==> src/kronosTypes.sv <==
/*
  Kronos front end shared types
*/
package kronosTypes;

  // ==========================================================================
  // Major opcodes
  // ==========================================================================

  // instr[6:2], the low two bits are always 2'b11 for RV32I
  localparam logic [4:0] INSTR_LOAD  = 5'b00_000;
  localparam logic [4:0] INSTR_OPIMM = 5'b00_100;
  localparam logic [4:0] INSTR_AUIPC = 5'b00_101;
  localparam logic [4:0] INSTR_STORE = 5'b01_000;
  localparam logic [4:0] INSTR_OP    = 5'b01_100;
  localparam logic [4:0] INSTR_LUI   = 5'b01_101;
  localparam logic [4:0] INSTR_BR    = 5'b11_000;
  localparam logic [4:0] INSTR_JALR  = 5'b11_001;
  localparam logic [4:0] INSTR_JAL   = 5'b11_011;
  localparam logic [4:0] INSTR_SYS   = 5'b11_100;

  // Integer register file depth
  localparam int REG_COUNT = 32;

  // ==========================================================================
  // ALU operation class
  // ==========================================================================

  // Coarse class only, execute refines it with funct3/funct7
  typedef enum logic [2:0] {
    ALU_ADD     = 3'd0,
    ALU_LOGIC   = 3'd1,
    ALU_SHIFT   = 3'd2,
    ALU_COMPARE = 3'd3,
    ALU_BRANCH  = 3'd4,
    ALU_PASS    = 3'd5
  } aluClass_t;

  // ==========================================================================
  // Stage packets
  // ==========================================================================

  // From fetch
  typedef struct packed {
    logic [31:0] pc;
    logic [31:0] instr;
  } fetchPkt_t;

  // Registered output of stage-0
  typedef struct packed {
    logic [31:0] pc;
    logic [31:0] instr;
    logic [31:0] immediate;
    logic [31:0] rs1Data;
    logic [31:0] rs2Data;
    logic        rs1En;
    logic        rs2En;
  } id0Pkt_t;

  // Issued to execute
  typedef struct packed {
    logic [31:0] op1;
    logic [31:0] op2;
    logic [31:0] storeData;
    logic [4:0]  rd;
    logic        rdWrite;
    aluClass_t   aluOp;
    logic [4:0]  opcode;
  } decodePkt_t;

  // Register write-back port
  typedef struct packed {
    logic [31:0] data;
    logic [4:0]  sel;
    logic        en;
  } wbPkt_t;

endpackage
==> src/kronosFrontEnd.sv <==
/*
  Kronos operand front end
*/
`timescale 1ns/1ps

module kronosFrontEnd (
  input  logic                    clk,
  input  logic                    rst,
  input  kronosTypes::fetchPkt_t  fetch,
  input  logic                    fetchValid,
  output logic                    fetchStall,
  input  kronosTypes::wbPkt_t     wb,
  output kronosTypes::decodePkt_t decoded,
  output logic                    decodeValid
);
  import kronosTypes::*;

  id0Pkt_t    id0Pkt;
  logic       id0Valid;
  logic       load;
  logic       stall;
  logic [4:0] rs1Sel;
  logic [4:0] rs2Sel;
  logic       rs1En;
  logic       rs2En;
  logic       holdValid;

  // Whole front end freezes on a hazard
  assign load       = fetchValid && !stall;
  assign fetchStall = stall;

  // ==========================================================================
  // Stages
  // ==========================================================================

  kronosId0 u_id0 (
    .clk      (clk),
    .rst      (rst),
    .load     (load),
    .fetch    (fetch),
    .wb       (wb),
    .id0Out   (id0Pkt),
    .id0Valid (id0Valid)
  );

  kronosDecode u_decode (
    .clk         (clk),
    .rst         (rst),
    .stall       (stall),
    .id0In       (id0Pkt),
    .id0Valid    (id0Valid),
    .wb          (wb),
    .rs1Sel      (rs1Sel),
    .rs2Sel      (rs2Sel),
    .rs1En       (rs1En),
    .rs2En       (rs2En),
    .holdValid   (holdValid),
    .decoded     (decoded),
    .decodeValid (decodeValid)
  );

  // Issue side taken from the outgoing packet
  kronosScoreboard u_scoreboard (
    .clk        (clk),
    .rst        (rst),
    .rs1Sel     (rs1Sel),
    .rs2Sel     (rs2Sel),
    .rs1En      (rs1En),
    .rs2En      (rs2En),
    .holdValid  (holdValid),
    .issueRd    (decoded.rd),
    .issueWrite (decoded.rdWrite),
    .issue      (decodeValid),
    .wb         (wb),
    .stall      (stall)
  );

endmodule

==> src/kronosScoreboard.sv <==
/*
  Kronos RAW scoreboard
*/
`timescale 1ns/1ps

module kronosScoreboard (
  input  logic                clk,
  input  logic                rst,
  input  logic [4:0]          rs1Sel,
  input  logic [4:0]          rs2Sel,
  input  logic                rs1En,
  input  logic                rs2En,
  input  logic                holdValid,
  input  logic [4:0]          issueRd,
  input  logic                issueWrite,
  input  logic                issue,
  input  kronosTypes::wbPkt_t wb,
  output logic                stall
);
  import kronosTypes::*;

  // One bit per register with a write in flight
  logic [REG_COUNT-1:0] pending;
  logic [REG_COUNT-1:0] setMask;
  logic [REG_COUNT-1:0] clrMask;
  logic                 rs1Hit;
  logic                 rs2Hit;

  // ==========================================================================
  // Pending bitmap
  // ==========================================================================

  // x0 never becomes pending
  assign setMask = (issue && issueWrite && issueRd != 5'd0) ?
                   (REG_COUNT'(1) << issueRd) : '0;
  assign clrMask = wb.en ? (REG_COUNT'(1) << wb.sel) : '0;

  // Clear applied last so it wins on a collision
  always_ff @(posedge clk) begin
    if (rst) pending <= '0;
    else pending <= (pending | setMask) & ~clrMask;
  end

  // ==========================================================================
  // Hazard detect
  // ==========================================================================

  // A source being written back right now is already covered by decode
  assign rs1Hit = rs1En && rs1Sel != 5'd0 && pending[rs1Sel] &&
                  !(wb.en && wb.sel == rs1Sel);
  assign rs2Hit = rs2En && rs2Sel != 5'd0 && pending[rs2Sel] &&
                  !(wb.en && wb.sel == rs2Sel);

  assign stall = holdValid && (rs1Hit || rs2Hit);

endmodule

==> src/kronosDecode.sv <==
/*
  Kronos main decode stage
*/
`timescale 1ns/1ps

module kronosDecode (
  input  logic                    clk,
  input  logic                    rst,
  input  logic                    stall,
  input  kronosTypes::id0Pkt_t    id0In,
  input  logic                    id0Valid,
  input  kronosTypes::wbPkt_t     wb,
  output logic [4:0]              rs1Sel,
  output logic [4:0]              rs2Sel,
  output logic                    rs1En,
  output logic                    rs2En,
  output logic                    holdValid,
  output kronosTypes::decodePkt_t decoded,
  output logic                    decodeValid
);
  import kronosTypes::*;

  id0Pkt_t     hold;
  logic        id0Waiting;
  logic        inValid;
  logic        take;
  logic [4:0]  opcode;
  logic [4:0]  rd;
  logic [2:0]  funct3;
  logic [31:0] rs1Val;
  logic [31:0] rs2Val;
  aluClass_t   aluOp;

  // Write-back wins over held data for a matching nonzero source
  function automatic logic [31:0] snoop(input logic [4:0] sel, input logic [31:0] data,
                                        input wbPkt_t w);
    if (w.en && w.sel == sel && sel != 5'd0) return w.data;
    return data;
  endfunction

  // ==========================================================================
  // Hold register
  // ==========================================================================

  // Stage-0 keeps its word through a stall, remember it is still there
  assign inValid = id0Valid || id0Waiting;
  // Free when empty or issuing this cycle
  assign take    = !holdValid || !stall;

  always_ff @(posedge clk) begin
    if (rst) begin
      holdValid  <= 1'b0;
      id0Waiting <= 1'b0;
    end else if (take) begin
      holdValid  <= inValid;
      id0Waiting <= 1'b0;
    end else begin
      id0Waiting <= inValid;
    end
  end

  always_ff @(posedge clk) begin
    if (take) begin
      hold         <= id0In;
      // Stage-0 patches itself at this same edge, too late for us
      hold.rs1Data <= snoop(id0In.instr[19:15], id0In.rs1Data, wb);
      hold.rs2Data <= snoop(id0In.instr[24:20], id0In.rs2Data, wb);
    end else begin
      // Stalled, fold in any write-back that lands meanwhile
      hold.rs1Data <= rs1Val;
      hold.rs2Data <= rs2Val;
    end
  end

  // ==========================================================================
  // Field aliases and source operands
  // ==========================================================================

  assign opcode = hold.instr[6:2];
  assign rd     = hold.instr[11:7];
  assign funct3 = hold.instr[14:12];
  assign rs1Sel = hold.instr[19:15];
  assign rs2Sel = hold.instr[24:20];
  assign rs1En  = hold.rs1En;
  assign rs2En  = hold.rs2En;

  // Same-cycle write-back is what releases the stall
  assign rs1Val = snoop(rs1Sel, hold.rs1Data, wb);
  assign rs2Val = snoop(rs2Sel, hold.rs2Data, wb);

  // ==========================================================================
  // Execute packet
  // ==========================================================================

  always_comb begin
    case (opcode)
      INSTR_LUI: aluOp = ALU_PASS;
      INSTR_BR:  aluOp = ALU_BRANCH;
      INSTR_OP, INSTR_OPIMM: begin
        case (funct3)
          3'd0:       aluOp = ALU_ADD;
          3'd1, 3'd5: aluOp = ALU_SHIFT;
          3'd2, 3'd3: aluOp = ALU_COMPARE;
          default:    aluOp = ALU_LOGIC;
        endcase
      end
      // Address and link arithmetic
      default:   aluOp = ALU_ADD;
    endcase
  end

  always_comb begin
    decoded.op1       = (opcode == INSTR_AUIPC || opcode == INSTR_JAL) ? hold.pc : rs1Val;
    decoded.op2       = (opcode == INSTR_OP) ? rs2Val : hold.immediate;
    decoded.storeData = rs2Val;
    decoded.rd        = rd;
    // Stores and branches have no rd, x0 writes are dropped
    decoded.rdWrite   = opcode != INSTR_STORE && opcode != INSTR_BR && rd != 5'd0;
    decoded.aluOp     = aluOp;
    decoded.opcode    = opcode;
  end

  // One cycle per issued instruction
  assign decodeValid = holdValid && !stall;

endmodule

==> src/kronosId0.sv <==
/*
  Kronos stage-0 decoder
*/
`timescale 1ns/1ps

module kronosId0 (
  input  logic                   clk,
  input  logic                   rst,
  input  logic                   load,
  input  kronosTypes::fetchPkt_t fetch,
  input  kronosTypes::wbPkt_t    wb,
  output kronosTypes::id0Pkt_t   id0Out,
  output logic                   id0Valid
);
  import kronosTypes::*;

  logic [31:0] instr;
  logic [4:0]  opcode;
  logic [4:0]  rs1;
  logic [4:0]  rs2;
  logic [2:0]  funct3;
  logic        sign;

  // Instruction formats
  logic fmtI;
  logic fmtS;
  logic fmtB;
  logic fmtU;
  logic fmtJ;

  // Immediate segments, A is bit 0 up to F at [31:20]
  logic        immA;
  logic [3:0]  immB;
  logic [5:0]  immC;
  logic        immD;
  logic [7:0]  immE;
  logic [11:0] immF;

  logic        csrRead;
  logic        rs1Read;
  logic        rs2Read;
  logic [31:0] rs1Fwd;
  logic [31:0] rs2Fwd;

  logic [31:0] regs [REG_COUNT];

  // ==========================================================================
  // Field aliases
  // ==========================================================================

  assign instr  = fetch.instr;
  assign opcode = instr[6:2];
  assign rs1    = instr[19:15];
  assign rs2    = instr[24:20];
  assign funct3 = instr[14:12];
  assign sign   = instr[31];

  // ==========================================================================
  // Immediate decode
  // ==========================================================================

  always_comb begin
    fmtI = opcode == INSTR_OPIMM || opcode == INSTR_LOAD || opcode == INSTR_JALR;
    fmtS = opcode == INSTR_STORE;
    fmtB = opcode == INSTR_BR;
    fmtU = opcode == INSTR_LUI || opcode == INSTR_AUIPC;
    fmtJ = opcode == INSTR_JAL;

    // Bit 0, only I and S carry it
    immA = fmtI ? instr[20] : (fmtS ? instr[7] : 1'b0);

    // Bits 4:1
    if (fmtU) immB = 4'd0;
    else if (fmtI || fmtJ) immB = instr[24:21];
    else immB = instr[11:8];

    // Bits 10:5, shared by all but U
    immC = fmtU ? 6'd0 : instr[30:25];

    // Bit 11 moves around the most
    if (fmtU) immD = 1'b0;
    else if (fmtB) immD = instr[7];
    else if (fmtJ) immD = instr[20];
    else immD = sign;

    // Upper bits come straight from the word for U and J
    immE = (fmtU || fmtJ) ? instr[19:12] : {8{sign}};
    immF = fmtU ? instr[31:20] : {12{sign}};
  end

  // ==========================================================================
  // Register file
  // ==========================================================================

  // x0 may be written, reads of it are forced to zero
  always_ff @(posedge clk) begin
    if (wb.en) regs[wb.sel] <= wb.data;
  end

  // Read ports with write-back bypass at the load edge
  always_comb begin
    rs1Fwd = regs[rs1];
    if (wb.en && wb.sel == rs1) rs1Fwd = wb.data;
    if (rs1 == 5'd0) rs1Fwd = '0;

    rs2Fwd = regs[rs2];
    if (wb.en && wb.sel == rs2) rs2Fwd = wb.data;
    if (rs2 == 5'd0) rs2Fwd = '0;
  end

  // ==========================================================================
  // Register read flags
  // ==========================================================================

  // CSRRW/CSRRS/CSRRC, immediate forms read no register
  assign csrRead = opcode == INSTR_SYS && funct3 inside {3'b001, 3'b010, 3'b011};

  assign rs1Read = opcode inside {INSTR_OPIMM, INSTR_OP, INSTR_JALR, INSTR_BR,
                                  INSTR_LOAD, INSTR_STORE} || csrRead;
  assign rs2Read = opcode inside {INSTR_OP, INSTR_BR, INSTR_STORE};

  // ==========================================================================
  // Output register
  // ==========================================================================

  always_ff @(posedge clk) begin
    if (load) begin
      id0Out.pc        <= fetch.pc;
      id0Out.instr     <= instr;
      id0Out.immediate <= {immF, immE, immD, immC, immB, immA};
      id0Out.rs1Data   <= rs1Fwd;
      id0Out.rs2Data   <= rs2Fwd;
      id0Out.rs1En     <= rs1Read;
      id0Out.rs2En     <= rs2Read;
    end else begin
      // Held word under stall keeps up with write-back
      if (wb.en && wb.sel == id0Out.instr[19:15] && wb.sel != 5'd0) begin
        id0Out.rs1Data <= wb.data;
      end
      if (wb.en && wb.sel == id0Out.instr[24:20] && wb.sel != 5'd0) begin
        id0Out.rs2Data <= wb.data;
      end
    end
  end

  always_ff @(posedge clk) begin
    if (rst) id0Valid <= 1'b0;
    else id0Valid <= load;
  end

endmodule

==> config.mk <==
export PLATFORM = sky130hd
export DESIGN_NAME = kronosFrontEnd
export DESIGN_NICKNAME = d
export VERILOG_FILES = /design/src/kronosTypes.sv /design/src/kronosFrontEnd.sv /design/src/kronosScoreboard.sv /design/src/kronosDecode.sv /design/src/kronosId0.sv
export SDC_FILE = /design/constraint.sdc
export NUM_CORES = 2
export LEC_CHECK = 0
export BUFFER_PORTS_ARGS = -buffer_cell sky130_fd_sc_hd__buf_4
export CAP_MARGIN = 25
export CORE_ASPECT_RATIO = 1.75
export CORE_MARGIN = 3
export CORE_UTILIZATION = 32
export CTS_BUF_LIST = sky130_fd_sc_hd__clkbuf_4
export CTS_CLUSTER_SIZE = 14
export DETAILED_ROUTE_END_ITERATION = 16
export GPL_ROUTABILITY_DRIVEN = 0
export PLACE_DENSITY_LB_ADDON = 0.2
export SYNTH_ARGS = -nofsm -noshare
export SYNTH_HDL_FRONTEND = slang
export SYNTH_SLANG_ARGS = --single-unit
==> constraint.sdc <==
create_clock -name clk -period 8.5 [get_ports clk]
set_clock_uncertainty 0.2 [all_clocks]
set_input_delay 1.7 -clock clk [delete_from_list [all_inputs] [get_ports clk]]
set_output_delay 1.7 -clock clk [all_outputs]
set_load 0.02 [all_outputs]
==> flow_summary.json <==
{
  "crit_path_start": "wb[1]",
  "final_area_um2": 70800,
  "synth_nets": 3379,
  "synth_area_um2": 61900,
  "grt_antenna_before_repair": 8,
  "worst_r2r_path_depth": 8,
  "place_area_um2": 66800,
  "ant_nets": 0,
  "grt_usage_pct": 20.2,
  "synth_compound_area_share_pct": 3.94,
  "postSynthAreaPerCell_um2": 18.9,
  "worst_setup_path_end_kind": "output port",
  "syn2layout_area_growth_pct": 14.4,
  "synth_cell_types": 70,
  "io_buffers": 214,
  "synth_xor_area_share_pct": 0.411,
  "dieArea_um2": 199000,
  "synth_flop_cell": "edfxtp_1",
  "synth_edf_count": 1266,
  "finalCritPeriodShare_pct": 73.6,
  "path_class": "in -> out",
  "ioPinCount": 217,
  "wl_per_cell_um": 31.6,
  "reg2reg_setup_slack_ps": 3870,
  "vias_per_cell": 5.48,
  "drc": 0,
  "final_cells": 6459,
  "routed_wirelength_mm": 204,
  "path_common_cell": "buf_4",
  "min-delay-start": "u_id0.id0Out[77]$_SDFFCE_PN0P_",
  "clkSinkCount": 1365,
  "rsz0062_at_grt": "false",
  "grt_max_degree": 98,
  "synth_warnings": 0,
  "yosysSeqAreaShare_pct": 64.7,
  "fmax_mhz": 160,
  "synth_area_leader_cell": "edfxtp_1",
  "synth_top_cell_area_share_pct": 61.5,
  "hold_class": "reg -> reg",
  "holdPathStages": 0,
  "start_kind": "input port",
  "cp_max_fo": 23,
  "grt_pass1_vias": 36997,
  "tightest_slew_ps": 1090,
  "initial_core_util_pct": 32.3,
  "synthAdderAreaFrac_pct": 0,
  "async_flop_share_pct": 0,
  "synth_top_cells_by_area": "edfxtp_1 61%, mux4_2 23%, dfxtp_1 3.2%, mux2i_1 2.5%, inv_1 0.92%",
  "leakagePower_nw": 23.3,
  "r2r_end": "u_id0.id0Out[15]$_DFFE_PP_",
  "clockBufferDepth": 4,
  "hold_viol_final": 0,
  "place_hpwl_mm": 119,
  "cts_hold_buf": 0,
  "overflow": 0,
  "syn-instance-count": 3274,
  "drv_slew": 0,
  "cts_resized": 0,
  "fin_crit_ps": 6250,
  "fp-row-count": 212,
  "die_x_um": 338,
  "htreeDepth": 5,
  "p_per_area_nw_per_um2": 205,
  "placed_cells": 5898,
  "via_count": 35417,
  "max_stage_delay_ps": 580,
  "min_to": "u_decode.hold[77]$_DFFE_PN_",
  "worstPathRequired_ps": 6600,
  "dieHeight_um": 588,
  "max_slew_margin_pct": 27.2,
  "cp_cell_sequence": "buf_4, xor2_1, or4b_1, nor4b_4, buf_4, buf_4, mux2i_1, a21oi_1, buf_4",
  "synth_mux_area_share_pct": 25.6,
  "maxCapViolations": 0,
  "outcome": "finished clean",
  "first_iter_violations": 3211,
  "ir_worst_vdd_uv": 94.1,
  "synth_seq_cells": 1365,
  "r2r-start": "u_decode.rs1Sel[1]$_DFFE_PN_",
  "cts_tree": "built",
  "clock_latency_ps": 1160,
  "clk_pin_slew_ps": 70,
  "core_region_area_um2": 192000,
  "synth-simple-area-share_pct": 2.63,
  "crit_slowest_cell": "or4b_1",
  "finalSetupTns_ps": 0,
  "synth_top_family_by_area": "multiplexers",
  "cts_inserted_buffers": 318,
  "crit_arrival_ps": 4350,
  "grt_pass1_wl_mm": 286,
  "layout.nets": 3756,
  "dr.pass1.iters": 8,
  "drive_above_1_share_pct": 38.5,
  "root_buffer": "clkbuf_4",
  "postCtsSetupBuffers": 0,
  "setup_viol": 0
}
[sequential cells by signal, indices dropped and copies added (netlist names)]
name                  cells
u_scoreboard.pending     32
u_decode.hold           128
u_decode.rs2En            1
u_decode.funct3           3
u_decode.decoded         10
u_id0.regs             1024
u_id0.id0Out            153
u_decode.holdValid        1
u_decode.rs1Sel           5
u_decode.id0Waiting       1
u_id0.id0Valid            1
u_decode.rs1En            1
u_decode.rs2Sel           5
[Yosys cell counts, types with 32 or more instances]
master,n
edfxtp_1,1266
mux4_2,634
mux2i_1,155
inv_1,151
clkbuf_1,145
nor2_1,117
nand2_1,107
dfxtp_1,99
a21oi_1,85
o21ai_0,56
o2bb2ai_1,54
buf_2,46
nor2b_1,46
a211oi_1,34
buf_1,34
a222oi_1,32
[metal layers]
| metal | vias up | GRT usage [%] | part of all wire [%] |
|---|---|---|---|
| met5 | - | 0 | 0.028 |
| met4 | 8 | 6.22 | 2.8 |
| met3 | 305 | 3.02 | 5.4 |
| met2 | 1351 | 37.2 | 54 |
| met1 | 19101 | 24.3 | 38 |
| li1 | 14652 | - | - |
[through the flow]
step	util [%]	setup slack (ps)	hold slack [ps]	total power [W]
after detailed placement	34.9	2220	205	0.00937
final	36.9	2250	209	0.0145
after floorplan	-	869	200	0.00870
after CTS	36.9	2170	205	0.0147
after global routing	36.9	2090	213	0.0151
after global placement	34.8	2210	201	0.00936
[kinds of logic after synthesis]
| family | Yosys count |
|---|---|
| AOI/OAI and AO/OA | 340 |
| buffers and inverters | 401 |
| and+or+nand+nor | 348 |
| muxes | 791 |
| DFF | 1365 |
| xor gates and xnor gates | 29 |
[cell type report]
| class | count | area [um2] |
|---|---|---|
| Inverter | 153 | 581 |
| Fill cell | 17972 | 121000 |
| Timing Repair Buffer | 305 | 2470 |
| Multi-Input combinational cell | 1508 | 20500 |
| Clock inverter | 80 | 395 |
| Sequential cell | 1365 | 40000 |
| Tap cell | 2568 | 3210 |
| Antenna cell | 9 | 22.5 |
| Clock buffer | 471 | 3540 |
[where the power goes]
| part | internal (W) | switching (W) |
|---|---|---|
| combinational | 0.000637 | 0.000923 |
| sequential | 0.00756 | 0.0000851 |
| clock | 0.00262 | 0.00267 |
| total | 0.0108 | 0.00368 |
[worst max-delay path, delay by kind of cell]
| family | cells | cell delay, ps |
|---|---|---|
| buf+inv | 4 | 1240 |
| simple gates | 2 | 810 |
| mux | 1 | 250 |
| xor+xnor | 1 | 160 |
| compound gates | 1 | 90 |
[how the worst max path moves through the flow]
stage	endpoint	slack, ps	depth (start not counted)
4_1_cts	decoded[79]	2170	9
2_1_floorplan	u_id0.id0Out[10]$_DFFE_PP_	870	10
3_3_place_gp	decoded[79]	2210	9
6_report	decoded[79]	2250	9
5_1_grt	decoded[90]	2090	9
3_5_place_dp	decoded[79]	2220	9
[placed cells by master (no fill, tap or decap), drive strengths merged, types with 19 or more instances in the layout]
cell type | synthesis | layout
a21oi | 85 | 85
buf | 103 | 305
o2bb2ai | 55 | 55
edfxtp | 1266 | 1266
xor2 | 23 | 23
a222oi | 32 | 32
nand2 | 107 | 107
a211oi | 35 | 35
inv | 153 | 159
nor2b | 46 | 46
mux4 | 635 | 635
mux2i | 155 | 155
nor2 | 118 | 118
dfxtp | 99 | 99
nand3 | 19 | 19
clkinv | 0 | 71
clkbuf | 145 | 471
o21ai | 57 | 57
Power figures use the tool's default switching activity.
